[src/common/blimp_pkg.sv]
/*
 * Blimp shared definitions
 * Decoded operations, fetch states, RV32 field positions and reset pc
 */

package blimp_pkg;

  // ------------------------------------------------
  // Decoded operation
  // ------------------------------------------------
  typedef enum logic [1:0] {
    op_addi,
    op_add,
    op_mul,
    op_other
  } blimp_opcode_e;

  // Fetch sequencing
  typedef enum logic {
    st_idle,
    st_run
  } blimp_fetch_state_e;

  // ------------------------------------------------
  // Instruction fields
  // ------------------------------------------------
  localparam int opcode_lo = 0;
  localparam int opcode_hi = 6;
  localparam int rd_lo     = 7;
  localparam int rd_hi     = 11;
  localparam int funct3_lo = 12;
  localparam int funct3_hi = 14;
  localparam int rs1_lo    = 15;
  localparam int rs1_hi    = 19;
  localparam int rs2_lo    = 20;
  localparam int rs2_hi    = 24;
  localparam int funct7_lo = 25;
  localparam int funct7_hi = 31;
  localparam int imm_lo    = 20;
  localparam int imm_hi    = 31;

  // Major opcodes for register-immediate and register-register ALU ops
  localparam logic [6:0] opc_op_imm = 7'b0010011;
  localparam logic [6:0] opc_op     = 7'b0110011;

  // funct7 picks add or mul, funct3 is zero for all three
  localparam logic [6:0] funct7_add = 7'b0000000;
  localparam logic [6:0] funct7_mul = 7'b0000001;
  localparam logic [2:0] funct3_add = 3'b000;

  // First fetch address
  localparam logic [31:0] reset_pc = 32'h0000_0200;

endpackage

[src/design/blimp_core.sv]
/*
 * Blimp core top level
 * Fetch, decode, execute and result around a 32-entry register file
 */

`timescale 1ns/100ps

module blimp_core import blimp_pkg::*; #(
  parameter int p_opaq_bits       = 8,
  parameter int p_max_outstanding = 2
) (
  input  logic                   clk,
  input  logic                   rst,
  output logic                   imem_req_val,
  input  logic                   imem_req_rdy,
  output logic [31:0]            imem_req_addr,
  output logic [p_opaq_bits-1:0] imem_req_opaque,
  input  logic                   imem_resp_val,
  output logic                   imem_resp_rdy,
  input  logic [31:0]            imem_resp_data,
  input  logic [p_opaq_bits-1:0] imem_resp_opaque,
  output logic                   trace_val,
  output logic [31:0]            trace_pc,
  output logic [4:0]             trace_waddr,
  output logic [31:0]            trace_wdata,
  output logic                   trace_wen
);

  // ------------------------------------------------
  // Stage links
  // ------------------------------------------------
  // Fetch to decode
  logic          f_val;
  logic          f_rdy;
  logic [31:0]   f_inst;
  logic [31:0]   f_pc;
  // Decode to execute
  logic          d_val;
  logic          d_rdy;
  blimp_opcode_e d_op;
  logic [31:0]   d_a;
  logic [31:0]   d_b;
  logic [4:0]    d_rd;
  logic          d_wen;
  logic [31:0]   d_pc;
  // Execute to result
  logic          x_val;
  logic          x_rdy;
  logic [31:0]   x_value;
  logic [4:0]    x_rd;
  logic          x_wen;
  logic [31:0]   x_pc;
  // Register file and scoreboard
  logic [4:0]    raddr0;
  logic [4:0]    raddr1;
  logic [31:0]   rdata0;
  logic [31:0]   rdata1;
  logic          wen;
  logic [4:0]    waddr;
  logic [31:0]   wdata;
  logic [4:0]    x_busy_rd;
  logic          x_busy_wen;
  logic [4:0]    r_busy_rd;
  logic          r_busy_wen;

  blimp_fetch #(
    .p_opaq_bits       (p_opaq_bits),
    .p_max_outstanding (p_max_outstanding)
  ) i_fetch (
    .clk, .rst,
    .imem_req_val, .imem_req_rdy, .imem_req_addr, .imem_req_opaque,
    .imem_resp_val, .imem_resp_rdy, .imem_resp_data, .imem_resp_opaque,
    .f_val, .f_rdy, .f_inst, .f_pc
  );

  blimp_decode i_decode (
    .clk, .rst,
    .f_val, .f_rdy, .f_inst, .f_pc,
    .raddr0, .raddr1, .rdata0, .rdata1,
    .d_val, .d_rdy, .d_op, .d_a, .d_b, .d_rd, .d_wen, .d_pc,
    .x_busy_rd, .x_busy_wen, .r_busy_rd, .r_busy_wen
  );

  blimp_regfile i_regfile (
    .clk, .rst,
    .raddr0, .rdata0, .raddr1, .rdata1,
    .wen, .waddr, .wdata
  );

  blimp_execute i_execute (
    .clk, .rst,
    .d_val, .d_rdy, .d_op, .d_a, .d_b, .d_rd, .d_wen, .d_pc,
    .x_val, .x_rdy, .x_value, .x_rd, .x_wen, .x_pc,
    .x_busy_rd, .x_busy_wen
  );

  blimp_result i_result (
    .clk, .rst,
    .x_val, .x_rdy, .x_value, .x_rd, .x_wen, .x_pc,
    .wen, .waddr, .wdata,
    .r_busy_rd, .r_busy_wen,
    .trace_val, .trace_pc, .trace_waddr, .trace_wdata, .trace_wen
  );

endmodule

[src/design/blimp_decode.sv]
/*
 * Blimp decode stage
 * Classifies addi/add/mul, reads operands and stalls on pending writes
 */

`timescale 1ns/100ps

module blimp_decode import blimp_pkg::*; (
  input  logic          clk,
  input  logic          rst,
  input  logic          f_val,
  output logic          f_rdy,
  input  logic [31:0]   f_inst,
  input  logic [31:0]   f_pc,
  output logic [4:0]    raddr0,
  output logic [4:0]    raddr1,
  input  logic [31:0]   rdata0,
  input  logic [31:0]   rdata1,
  output logic          d_val,
  input  logic          d_rdy,
  output blimp_opcode_e d_op,
  output logic [31:0]   d_a,
  output logic [31:0]   d_b,
  output logic [4:0]    d_rd,
  output logic          d_wen,
  output logic [31:0]   d_pc,
  input  logic [4:0]    x_busy_rd,
  input  logic          x_busy_wen,
  input  logic [4:0]    r_busy_rd,
  input  logic          r_busy_wen
);

  blimp_opcode_e op;
  logic [6:0]    opcode;
  logic [2:0]    funct3;
  logic [6:0]    funct7;
  logic [4:0]    rd;
  logic [31:0]   imm;
  logic          use_rs1;
  logic          use_rs2;
  logic          hazard;

  // ------------------------------------------------
  // Field extraction
  // ------------------------------------------------
  assign opcode = f_inst[opcode_hi:opcode_lo];
  assign funct3 = f_inst[funct3_hi:funct3_lo];
  assign funct7 = f_inst[funct7_hi:funct7_lo];
  assign rd     = f_inst[rd_hi:rd_lo];
  assign raddr0 = f_inst[rs1_hi:rs1_lo];
  assign raddr1 = f_inst[rs2_hi:rs2_lo];
  // I-type immediate, sign extended
  assign imm    = {{20{f_inst[imm_hi]}}, f_inst[imm_hi:imm_lo]};

  always_comb begin
    op = op_other;
    if (opcode == opc_op_imm && funct3 == funct3_add)
      op = op_addi;
    else if (opcode == opc_op && funct3 == funct3_add && funct7 == funct7_add)
      op = op_add;
    else if (opcode == opc_op && funct3 == funct3_add && funct7 == funct7_mul)
      op = op_mul;
  end

  // ------------------------------------------------
  // Scoreboard
  // ------------------------------------------------
  // rs2 only matters for R-type; unknown ops read nothing
  assign use_rs1 = (op != op_other) && (raddr0 != 5'd0);
  assign use_rs2 = ((op == op_add) || (op == op_mul)) && (raddr1 != 5'd0);

  // Own output register counts too, it has not reached execute yet
  assign hazard =
    (use_rs1 && d_val && d_wen && (d_rd == raddr0)) ||
    (use_rs2 && d_val && d_wen && (d_rd == raddr1)) ||
    (use_rs1 && x_busy_wen && (x_busy_rd == raddr0)) ||
    (use_rs2 && x_busy_wen && (x_busy_rd == raddr1)) ||
    (use_rs1 && r_busy_wen && (r_busy_rd == raddr0)) ||
    (use_rs2 && r_busy_wen && (r_busy_rd == raddr1));

  assign f_rdy = (!d_val || d_rdy) && !hazard;

  always_ff @(posedge clk) begin
    if (rst)
      d_val <= 1'b0;
    else if (f_val && f_rdy)
      d_val <= 1'b1;
    else if (d_rdy)
      d_val <= 1'b0;
  end

  // Payload
  always_ff @(posedge clk) begin
    if (f_val && f_rdy) begin
      d_op  <= op;
      d_a   <= rdata0;
      d_b   <= (op == op_addi) ? imm : rdata1;
      d_rd  <= rd;
      d_wen <= (op != op_other) && (rd != 5'd0);
      d_pc  <= f_pc;
    end
  end

endmodule

[src/design/blimp_execute.sv]
/*
 * Blimp execute stage
 * Registers the sum or low product word and forwards rd, wen and pc
 */

`timescale 1ns/100ps

module blimp_execute import blimp_pkg::*; (
  input  logic          clk,
  input  logic          rst,
  input  logic          d_val,
  output logic          d_rdy,
  input  blimp_opcode_e d_op,
  input  logic [31:0]   d_a,
  input  logic [31:0]   d_b,
  input  logic [4:0]    d_rd,
  input  logic          d_wen,
  input  logic [31:0]   d_pc,
  output logic          x_val,
  input  logic          x_rdy,
  output logic [31:0]   x_value,
  output logic [4:0]    x_rd,
  output logic          x_wen,
  output logic [31:0]   x_pc,
  output logic [4:0]    x_busy_rd,
  output logic          x_busy_wen
);

  logic [31:0] sum;
  logic [31:0] prod;
  logic [31:0] value;

  // Low word is the same for signed and unsigned operands
  assign sum  = d_a + d_b;
  assign prod = d_a * d_b;

  always_comb begin
    case (d_op)
      op_mul:  value = prod;
      default: value = sum;
    endcase
  end

  assign d_rdy = !x_val || x_rdy;

  always_ff @(posedge clk) begin
    if (rst)
      x_val <= 1'b0;
    else if (d_val && d_rdy)
      x_val <= 1'b1;
    else if (x_rdy)
      x_val <= 1'b0;
  end

  always_ff @(posedge clk) begin
    if (d_val && d_rdy) begin
      x_value <= value;
      x_rd    <= d_rd;
      x_wen   <= d_wen;
      x_pc    <= d_pc;
    end
  end

  // Pending write seen by decode
  assign x_busy_rd  = x_rd;
  assign x_busy_wen = x_val && x_wen;

endmodule

[src/design/blimp_regfile.sv]
/*
 * Blimp register file
 * 32 x 32-bit, two async read ports with write bypass, x0 tied to zero
 */

`timescale 1ns/100ps

module blimp_regfile (
  input  logic        clk,
  input  logic        rst,
  input  logic [4:0]  raddr0,
  output logic [31:0] rdata0,
  input  logic [4:0]  raddr1,
  output logic [31:0] rdata1,
  input  logic        wen,
  input  logic [4:0]  waddr,
  input  logic [31:0] wdata
);

  logic [31:0] regs [32];

  always_ff @(posedge clk) begin
    if (rst) begin
      for (int i = 0; i < 32; i++)
        regs[i] <= '0;
    end else if (wen && (waddr != 5'd0)) begin
      regs[waddr] <= wdata;
    end
  end

  // x0 first, then same-cycle write forwarding
  always_comb begin
    if (raddr0 == 5'd0)
      rdata0 = '0;
    else if (wen && (waddr == raddr0))
      rdata0 = wdata;
    else
      rdata0 = regs[raddr0];

    if (raddr1 == 5'd0)
      rdata1 = '0;
    else if (wen && (waddr == raddr1))
      rdata1 = wdata;
    else
      rdata1 = regs[raddr1];
  end

endmodule

[src/design/blimp_result.sv]
/*
 * Blimp result stage
 * Retires one instruction per cycle into the register file and trace
 */

`timescale 1ns/100ps

module blimp_result (
  input  logic        clk,
  input  logic        rst,
  input  logic        x_val,
  output logic        x_rdy,
  input  logic [31:0] x_value,
  input  logic [4:0]  x_rd,
  input  logic        x_wen,
  input  logic [31:0] x_pc,
  output logic        wen,
  output logic [4:0]  waddr,
  output logic [31:0] wdata,
  output logic [4:0]  r_busy_rd,
  output logic        r_busy_wen,
  output logic        trace_val,
  output logic [31:0] trace_pc,
  output logic [4:0]  trace_waddr,
  output logic [31:0] trace_wdata,
  output logic        trace_wen
);

  logic        r_val;
  logic [31:0] r_value;
  logic [4:0]  r_rd;
  logic        r_wen;
  logic [31:0] r_pc;

  // Trace has no back-pressure
  assign x_rdy = 1'b1;

  always_ff @(posedge clk) begin
    if (rst)
      r_val <= 1'b0;
    else
      r_val <= x_val;
  end

  always_ff @(posedge clk) begin
    if (x_val) begin
      r_value <= x_value;
      r_rd    <= x_rd;
      r_wen   <= x_wen;
      r_pc    <= x_pc;
    end
  end

  // Register write in the retire cycle
  assign wen   = r_val && r_wen;
  assign waddr = r_rd;
  assign wdata = r_value;

  // Held rd keeps decode stalled until the write lands
  assign r_busy_rd  = r_rd;
  assign r_busy_wen = r_val && r_wen;

  assign trace_val   = r_val;
  assign trace_pc    = r_pc;
  assign trace_waddr = r_rd;
  assign trace_wdata = r_value;
  assign trace_wen   = r_wen;

endmodule

[src/fetch/blimp_fetch.sv]
/*
 * Blimp fetch unit
 * Issues tagged in-order instruction requests and buffers the
 * responses in a small FIFO toward decode
 */

`timescale 1ns/100ps

module blimp_fetch import blimp_pkg::*; #(
  parameter int p_opaq_bits       = 8,
  parameter int p_max_outstanding = 2
) (
  input  logic                   clk,
  input  logic                   rst,
  output logic                   imem_req_val,
  input  logic                   imem_req_rdy,
  output logic [31:0]            imem_req_addr,
  output logic [p_opaq_bits-1:0] imem_req_opaque,
  input  logic                   imem_resp_val,
  output logic                   imem_resp_rdy,
  input  logic [31:0]            imem_resp_data,
  input  logic [p_opaq_bits-1:0] imem_resp_opaque,
  output logic                   f_val,
  input  logic                   f_rdy,
  output logic [31:0]            f_inst,
  output logic [31:0]            f_pc
);

  localparam int c_cnt_bits = $clog2(p_max_outstanding + 1);
  localparam int c_ptr_bits = (p_max_outstanding > 1) ? $clog2(p_max_outstanding) : 1;

  blimp_fetch_state_e     state;
  logic [31:0]            req_pc;
  logic [p_opaq_bits-1:0] req_tag;
  logic [c_cnt_bits-1:0]  outstanding;
  logic [c_cnt_bits-1:0]  count;
  logic [c_cnt_bits:0]    inflight;
  logic [31:0]            buf_mem [p_max_outstanding];
  logic [c_ptr_bits-1:0]  wptr;
  logic [c_ptr_bits-1:0]  rptr;
  logic [31:0]            out_pc;
  logic                   req_fire;
  logic                   resp_fire;
  logic                   pop;

  // Wrap for depths that are not a power of two
  function automatic logic [c_ptr_bits-1:0] next_ptr(input logic [c_ptr_bits-1:0] p);
    return (p == c_ptr_bits'(p_max_outstanding - 1)) ? '0 : p + 1'b1;
  endfunction

  assign req_fire  = imem_req_val && imem_req_rdy;
  assign resp_fire = imem_resp_val && imem_resp_rdy;
  assign pop       = f_val && f_rdy;

  // ------------------------------------------------
  // Request side
  // ------------------------------------------------
  // Requests in flight plus buffered responses never pass the limit
  assign inflight = (c_cnt_bits+1)'(outstanding) + (c_cnt_bits+1)'(count);

  assign imem_req_val    = (state == st_run) &&
                           (inflight < (c_cnt_bits+1)'(p_max_outstanding));
  assign imem_req_addr   = req_pc;
  assign imem_req_opaque = req_tag;

  always_ff @(posedge clk) begin
    if (rst) begin
      state       <= st_idle;
      req_pc      <= reset_pc;
      req_tag     <= '0;
      outstanding <= '0;
    end else begin
      // One idle cycle out of reset, then fetch forever
      if (state == st_idle)
        state <= st_run;
      if (req_fire) begin
        req_pc  <= req_pc + 32'd4;
        req_tag <= req_tag + 1'b1;
      end
      outstanding <= outstanding + c_cnt_bits'(req_fire) - c_cnt_bits'(resp_fire);
    end
  end

  // ------------------------------------------------
  // Response buffer
  // ------------------------------------------------
  assign imem_resp_rdy = (count < c_cnt_bits'(p_max_outstanding));

  always_ff @(posedge clk) begin
    if (resp_fire)
      buf_mem[wptr] <= imem_resp_data;
  end

  always_ff @(posedge clk) begin
    if (rst) begin
      wptr   <= '0;
      rptr   <= '0;
      count  <= '0;
      out_pc <= reset_pc;
    end else begin
      if (resp_fire)
        wptr <= next_ptr(wptr);
      // Output pc follows the pop count since responses stay in order
      if (pop) begin
        rptr   <= next_ptr(rptr);
        out_pc <= out_pc + 32'd4;
      end
      count <= count + c_cnt_bits'(resp_fire) - c_cnt_bits'(pop);
    end
  end

  assign f_val  = (count != '0);
  assign f_inst = buf_mem[rptr];
  assign f_pc   = out_pc;

endmodule

[config.mk]
export PLATFORM = sky130hd
export DESIGN_NAME = blimp_core
export DESIGN_NICKNAME = d
export VERILOG_FILES = /design/src/common/blimp_pkg.sv /design/src/design/blimp_core.sv /design/src/design/blimp_decode.sv /design/src/design/blimp_execute.sv /design/src/design/blimp_regfile.sv /design/src/design/blimp_result.sv /design/src/fetch/blimp_fetch.sv
export SDC_FILE = /design/constraint.sdc
export NUM_CORES = 2
export LEC_CHECK = 0
export ABC_AREA = 1
export ABC_CLOCK_PERIOD_IN_PS = 17900
export BUFFER_PORTS_ARGS = -buffer_cell sky130_fd_sc_hd__buf_2
export CAP_MARGIN = 40
export CORE_MARGIN = 2
export CORE_UTILIZATION = 45
export CTS_BUF_LIST = sky130_fd_sc_hd__clkbuf_2 sky130_fd_sc_hd__clkbuf_4 sky130_fd_sc_hd__clkbuf_8
export CTS_CLUSTER_SIZE = 40
export DETAILED_ROUTE_END_ITERATION = 8
export PLACE_DENSITY = 0.58
export SYNTH_ARGS = -nofsm -noshare
export SYNTH_HDL_FRONTEND = slang
export SYNTH_SLANG_ARGS = --single-unit
[constraint.sdc]
create_clock -name clk -period 17.9 [get_ports clk]
set_clock_uncertainty 0.05 [all_clocks]
set_input_delay 0.895 -clock clk [delete_from_list [all_inputs] [get_ports clk]]
set_output_delay 0.895 -clock clk [all_outputs]
set_load 0.05 [all_outputs]
* After elaboration in Yosys (flattened, before gate mapping)
Memories as Yosys holds them, arrays and structs flattened. A register that Yosys moved wholly into a read port is not among the register bits.
Cells that the tools add are included.
** Cells by class
- Add/sub/neg operators :: 11
- Equal/unequal tests :: 13
- $mul :: 1
- Mux-type cells :: 25
- Reductions and logical operators :: 48
- Magnitude comparators :: 2
** Operators by type and width (count)
- $mux 32 :: 6
- $add 32x3->32 const B :: 2
- $add 32x32->32 :: 1
- $mul 32x32->32 :: 1
- $reduce_or 32->1 :: 1
- $eq 5x5->1 :: 6
- $logic_and 1x1->1 :: 30
- $reduce_bool 5->1 :: 4
- $mux 1 :: 16
- $logic_not 5->1 :: 2
- $add 8x1->8 const B :: 1
- $eq 7x1->1 const B :: 1
- $eq 7x5->1 const B :: 1
- $eq 7x6->1 const B :: 1
- $logic_not 7->1 :: 1
- $logic_or 1x1->1 :: 6
- $mux 5 :: 1
- $add 2x1->2 :: 2
- $eq 2x2->1 const B :: 2
- $mux 2 :: 2
- $sub 2x1->2 :: 2
- $add 2x2->3 :: 1
- $logic_not 3->1 :: 1
- $lt 3x2->1 const B :: 1
- other kinds (7) :: 8
** Storage, ports and cells
- Register bits :: 326
- Output and inout bits :: 113
- Word-level logic and storage cells :: 127
- RAM bits :: 1088
- Memories :: 2
** Memory list
- i_regfile.regs :: depth 32, bits a word 32, read ports 2, clocked after memory_dff 0, wr ports 32, line blimp_regfile.sv:20 : logic [31:0] regs [32];
- i_fetch.buf_mem :: depth 2, bits a word 32, read ports 1, clocked after memory_dff 1, wr ports 1, line blimp_fetch.sv:38 : logic [31:0] buf_mem [p_max_outstanding];

* Longest topological paths before layout
- Depth in word-level cells :: 21
- Depth in mapped cells :: 31
- Depth with buffers taken out :: 29

* By module
Synthesis repeated with hierarchy kept, for this count alone.
** Unflattened totals
- Cell total of the unflattened synthesis :: 11355
- Area total of the unflattened synthesis :: 93091.8 um^2
** Modules (own cells, without submodules)
- blimp_regfile :: area an instance 58783.9 um^2, sequential area each 30749.5 um^2, cells each 7430, instances 1
- blimp_execute :: area an instance 21137.8 um^2, sequential area each 2122.0 um^2, cells each 2751, instances 1
- blimp_fetch :: area an instance 6437.4 um^2, sequential area each 3443.3 um^2, cells each 727, instances 1
- blimp_decode :: area an instance 4259.1 um^2, sequential area each 3143.0 um^2, cells each 327, instances 1
- blimp_result :: area an instance 2473.6 um^2, sequential area each 2122.0 um^2, cells each 120, instances 1

* Worst setup path after synthesis
Ideal clock, no wire load.
- Kind :: reg-to-reg
- From :: reg i_decode.d_a[12]
- To :: reg i_execute.x_value[26], data pin
- Arrival :: 6.357 ns
- Clock period less this slack :: 6.665 ns
- Cell stages (with the launch flop) :: 29
- Path slack :: 11.235 ns
- Data required time :: 17.592 ns
- Cells stage by stage :: edfxtp_1 > clkbuf_1 > clkbuf_1 > nand2_1 > inv_1 > fa_1 > fa_1 > fa_1 > inv_1 > fa_1 > inv_1 > fa_1 > inv_1 > fa_1 > inv_1 > fa_1 > fa_1 > ha_1 > nand2_1 > nor2_1 > and3_1 > nand4_1 > nand3_1 > a21o_1 > nand2_1 > nand2_1 > a21oi_1 > o21ai_0 > nand2_1
** On the way
- Word-level cells in the longest chain between the ends :: 2
** RTL lines
- start: declaration :: line blimp_decode.sv:22 : output logic [31:0] d_a,
- start signal: assignment :: line blimp_decode.sv:96 : d_a <= rdata0;
- $mul 32x32->32 or $add 32x32->32 (tied branches) :: line blimp_execute.sv:35, blimp_execute.sv:34
- $mux 32 (*) :: line blimp_execute.sv:38 : case (d_op)
- net i_execute.value[26] :: line blimp_execute.sv:31 : logic [31:0] value;
- end signal: assignment :: line blimp_execute.sv:57 : x_value <= value;
- end: declaration :: line blimp_execute.sv:21 : output logic [31:0] x_value,
The timed path passes the listed nets; every way through them passes the cells marked *.
A chain may end at the register's enable or synchronous reset.

* Worst setup path after layout
- From :: reg i_decode.d_a[10]
- To :: reg i_execute.x_value[30], data pin
Same word-level chain as after synthesis.

==> flow_metrics.tcl <==
set metrics [dict create \
    coreArea_um2 193000 \
    first_pass_iters 7 \
    grt_pass1_vias 73600 \
    avgRoutedWirePerCell_um 25.8 \
    synth-seq-cells 1405 \
    grt-ovfl-total 0 \
    syn_to_final_growth_pct 9.29 \
    cts.repair.resized 0 \
    slew_headroom_pct 19.4 \
    cts_tree "yes" \
    wl_um 324000 \
    tightest_slew_ps 1210 \
    gp_congestion 0.902 \
    start_util_pct 45.4 \
    synth_edf_count 1326 \
    cpMostUsedCell "fa_1" \
    hold_viol 0 \
    die_x_um 445 \
    synthFlopType "edfxtp_1" \
    rsz0062_at_grt "false" \
    cts_hold_buf 32 \
    drcViolationCount 0 \
    tns_ps 0 \
    viasPerCell 6.00 \
    syn_area_um2 87700 \
    worstSetupPathType "flip-flop to flip-flop" \
    mostFrequentLayoutCell "nor2_1" \
    path_buf_inv 5 \
    synth-seq-area-share_pct 47.2 \
    ys_types 62 \
    cts.sinks 1405 \
    final_nets 10400 \
    grt_antenna_before_repair 8 \
    post_cts_buffers 0 \
    fmax_ghz 0.133 \
    path_max_fanout 23 \
    cp.required_ps 18620 \
    worst_path_largest_cell_delay_ps 690 \
    clkTransAtPathRegs_ps 70 \
    clock_latency_ps 1060 \
    route.antenna.remaining_nets 0 \
    root_buffer "clkbuf_8" \
    cts.htree.levels 4 \
    mostFrequentLayoutCells "nor2_1 (1706), nand2_1 (1462), edfxtp_1 (1326)" \
    fp.dieArea_um2 198000 \
    drv_slew 0 \
    detail_route.iter0.violations 9792 \
    async_reset_ff_share_pct 0 \
    grt_use_total_pct 32.2 \
    io_pins 157 \
    postSynthAreaPerCell_um2 8.81 \
    status "finished clean" \
    fp-row-count 161 \
    min_period_ps 7530 \
    holdWs_ps 346 \
    arrival_ps 8250 \
    grt_max_degree 254 \
    dp_hpwl_um 196000 \
    critPathSlowestCell "nor4_1" \
    clk_path_buf_depth 3 \
    critical_path.cell_chain "buf_4 -> ha_1 -> inv_1 -> fa_1 -> fa_1 -> inv_1 -> fa_1 -> inv_1 -> fa_1 -> inv_1 -> fa_1 -> fa_1 -> fa_1 -> fa_1 -> ha_1 -> nand2_1 -> nor4_1 -> nand3_1 -> o21ai_0 -> a21oi_1 -> o21ai_0 -> o21ai_0" \
    setup_violations 0 \
    finalCritPeriodShare_pct 42.1 \
    cp-end-kind "flip-flop" \
    io_buffer_count 144 \
    crit_family "adder cells" \
    grt_pass1_wl_um 475000 \
    nFillCells 17800 \
    maxCapViolations 0 \
    cp-start-kind "flip-flop" \
    syn_inst 9953 \
    synth_warnings 0 \
    die_h_um 445 \
    holdCritPathClass "flip-flop to flip-flop" \
    drive_above_1_share_pct 8.18 \
    cts-buffers-inserted 225 \
    num_vias 75300 \
]
-- registers in the layout, indices dropped and copies added, names as in the netlist, 5 cells and up, named ones only --
signal,count
i_execute.x_pc,30
i_fetch.imem_req_opaque,8
i_result.trace_wdata,32
i_execute.x_busy_rd,5
i_result.trace_pc,30
i_fetch.buf_mem,64
i_fetch.imem_req_addr,30
i_regfile.regs,1024
i_fetch.f_pc,30
i_decode.d_b,32
i_decode.d_a,32
i_decode.d_rd,5
i_execute.x_value,32
i_decode.d_pc,30
i_result.r_busy_rd,5
-- worst register-to-register path: cells and delay by family (launching register included) --
| kind | cells | cell delay [ps] |
|---|---|---|
| adders and majority gates | 10 | 4510 |
| and+or+nand+nor | 3 | 940 |
| AOI/OAI and AO/OA | 4 | 660 |
| buffers and inverters | 5 | 780 |
| DFF | 1 | 340 |
-- Yosys cell counts, drive strengths merged, types with 75 or more instances --
master,instances,share of area [%]
a21oi,483,2.8
buf,194,1.1
clkbuf,590,2.5
dfxtp,79,1.8
edfxtp,1326,45
fa,410,9.4
ha,163,2.3
inv,1123,4.8
nand2,1507,6.5
nand3,487,2.8
nor2,1711,7.3
o211ai,218,1.9
o21ai,1065,6.1
o221ai,160,1.6
o22ai,75,0.54
-- kinds of logic after synthesis --
group           count (synthesis)  synth area share, %
mux                             4               0.0457
simple gates                 3865                 17.8
buf+inv                      1908                 8.47
compound gates               2114                 13.9
fa+ha+maj                     573                 11.7
other cells                     1              0.00428
xor+xnor                       83                0.829
flops                        1405                 47.2
-- stage by stage --
stage / setup WS, ps / cells / utilization (%) / cell area, µm²
floorplan: 11240 / 9988 / - / 87800
global placement: 10310 / 12100 / 46.7 / 90200
detailed placement: 10380 / 12100 / 47.1 / 90800
CTS: 10360 / 12500 / 49.6 / 95800
global route: 9990 / 12500 / 49.6 / 95800
finish: 10370 / 12500 / 49.6 / 95800
-- worst paths after layout --
path / end / slack, ps / from / depth (start not counted)
min: i_execute.x_pc[21] / 350 / i_decode.d_pc[21] / 0
min reg2reg: i_execute.x_pc[21] / 350 / i_decode.d_pc[21] / 0
max: i_execute.x_value[30] / 10370 / i_decode.d_a[10] / 22
max reg2reg: i_execute.x_value[30] / 10370 / i_decode.d_a[10] / 22
-- layer usage --
metal / track usage, % / up-vias / share of wire [%]
met5: 0 / - / 0.021
met1: 41.4 / 36500 / 38
met3: 7.49 / 1009 / 12
met4: 17.6 / 10 / 5.8
met2: 50.3 / 4765 / 45
li1: - / 33100 / -
-- layout make-up --
class                      count  area, µm²  share of cell area (%)
multi-input combinational   6675      39100                    40.9
clock buffer                 310       3830                    4.00
antenna                        5       12.5                  0.0131
clock inverter               109        807                   0.842
inverter                    1124       4250                    4.44
sequential                  1405      41400                    43.2
timing repair buffer         393       3190                    3.33
tap                         2526       3160                    3.30
Power is left out: the tool's default activity adds up to more than one toggle a clock period on the data nets, which glitch-free logic cannot reach.
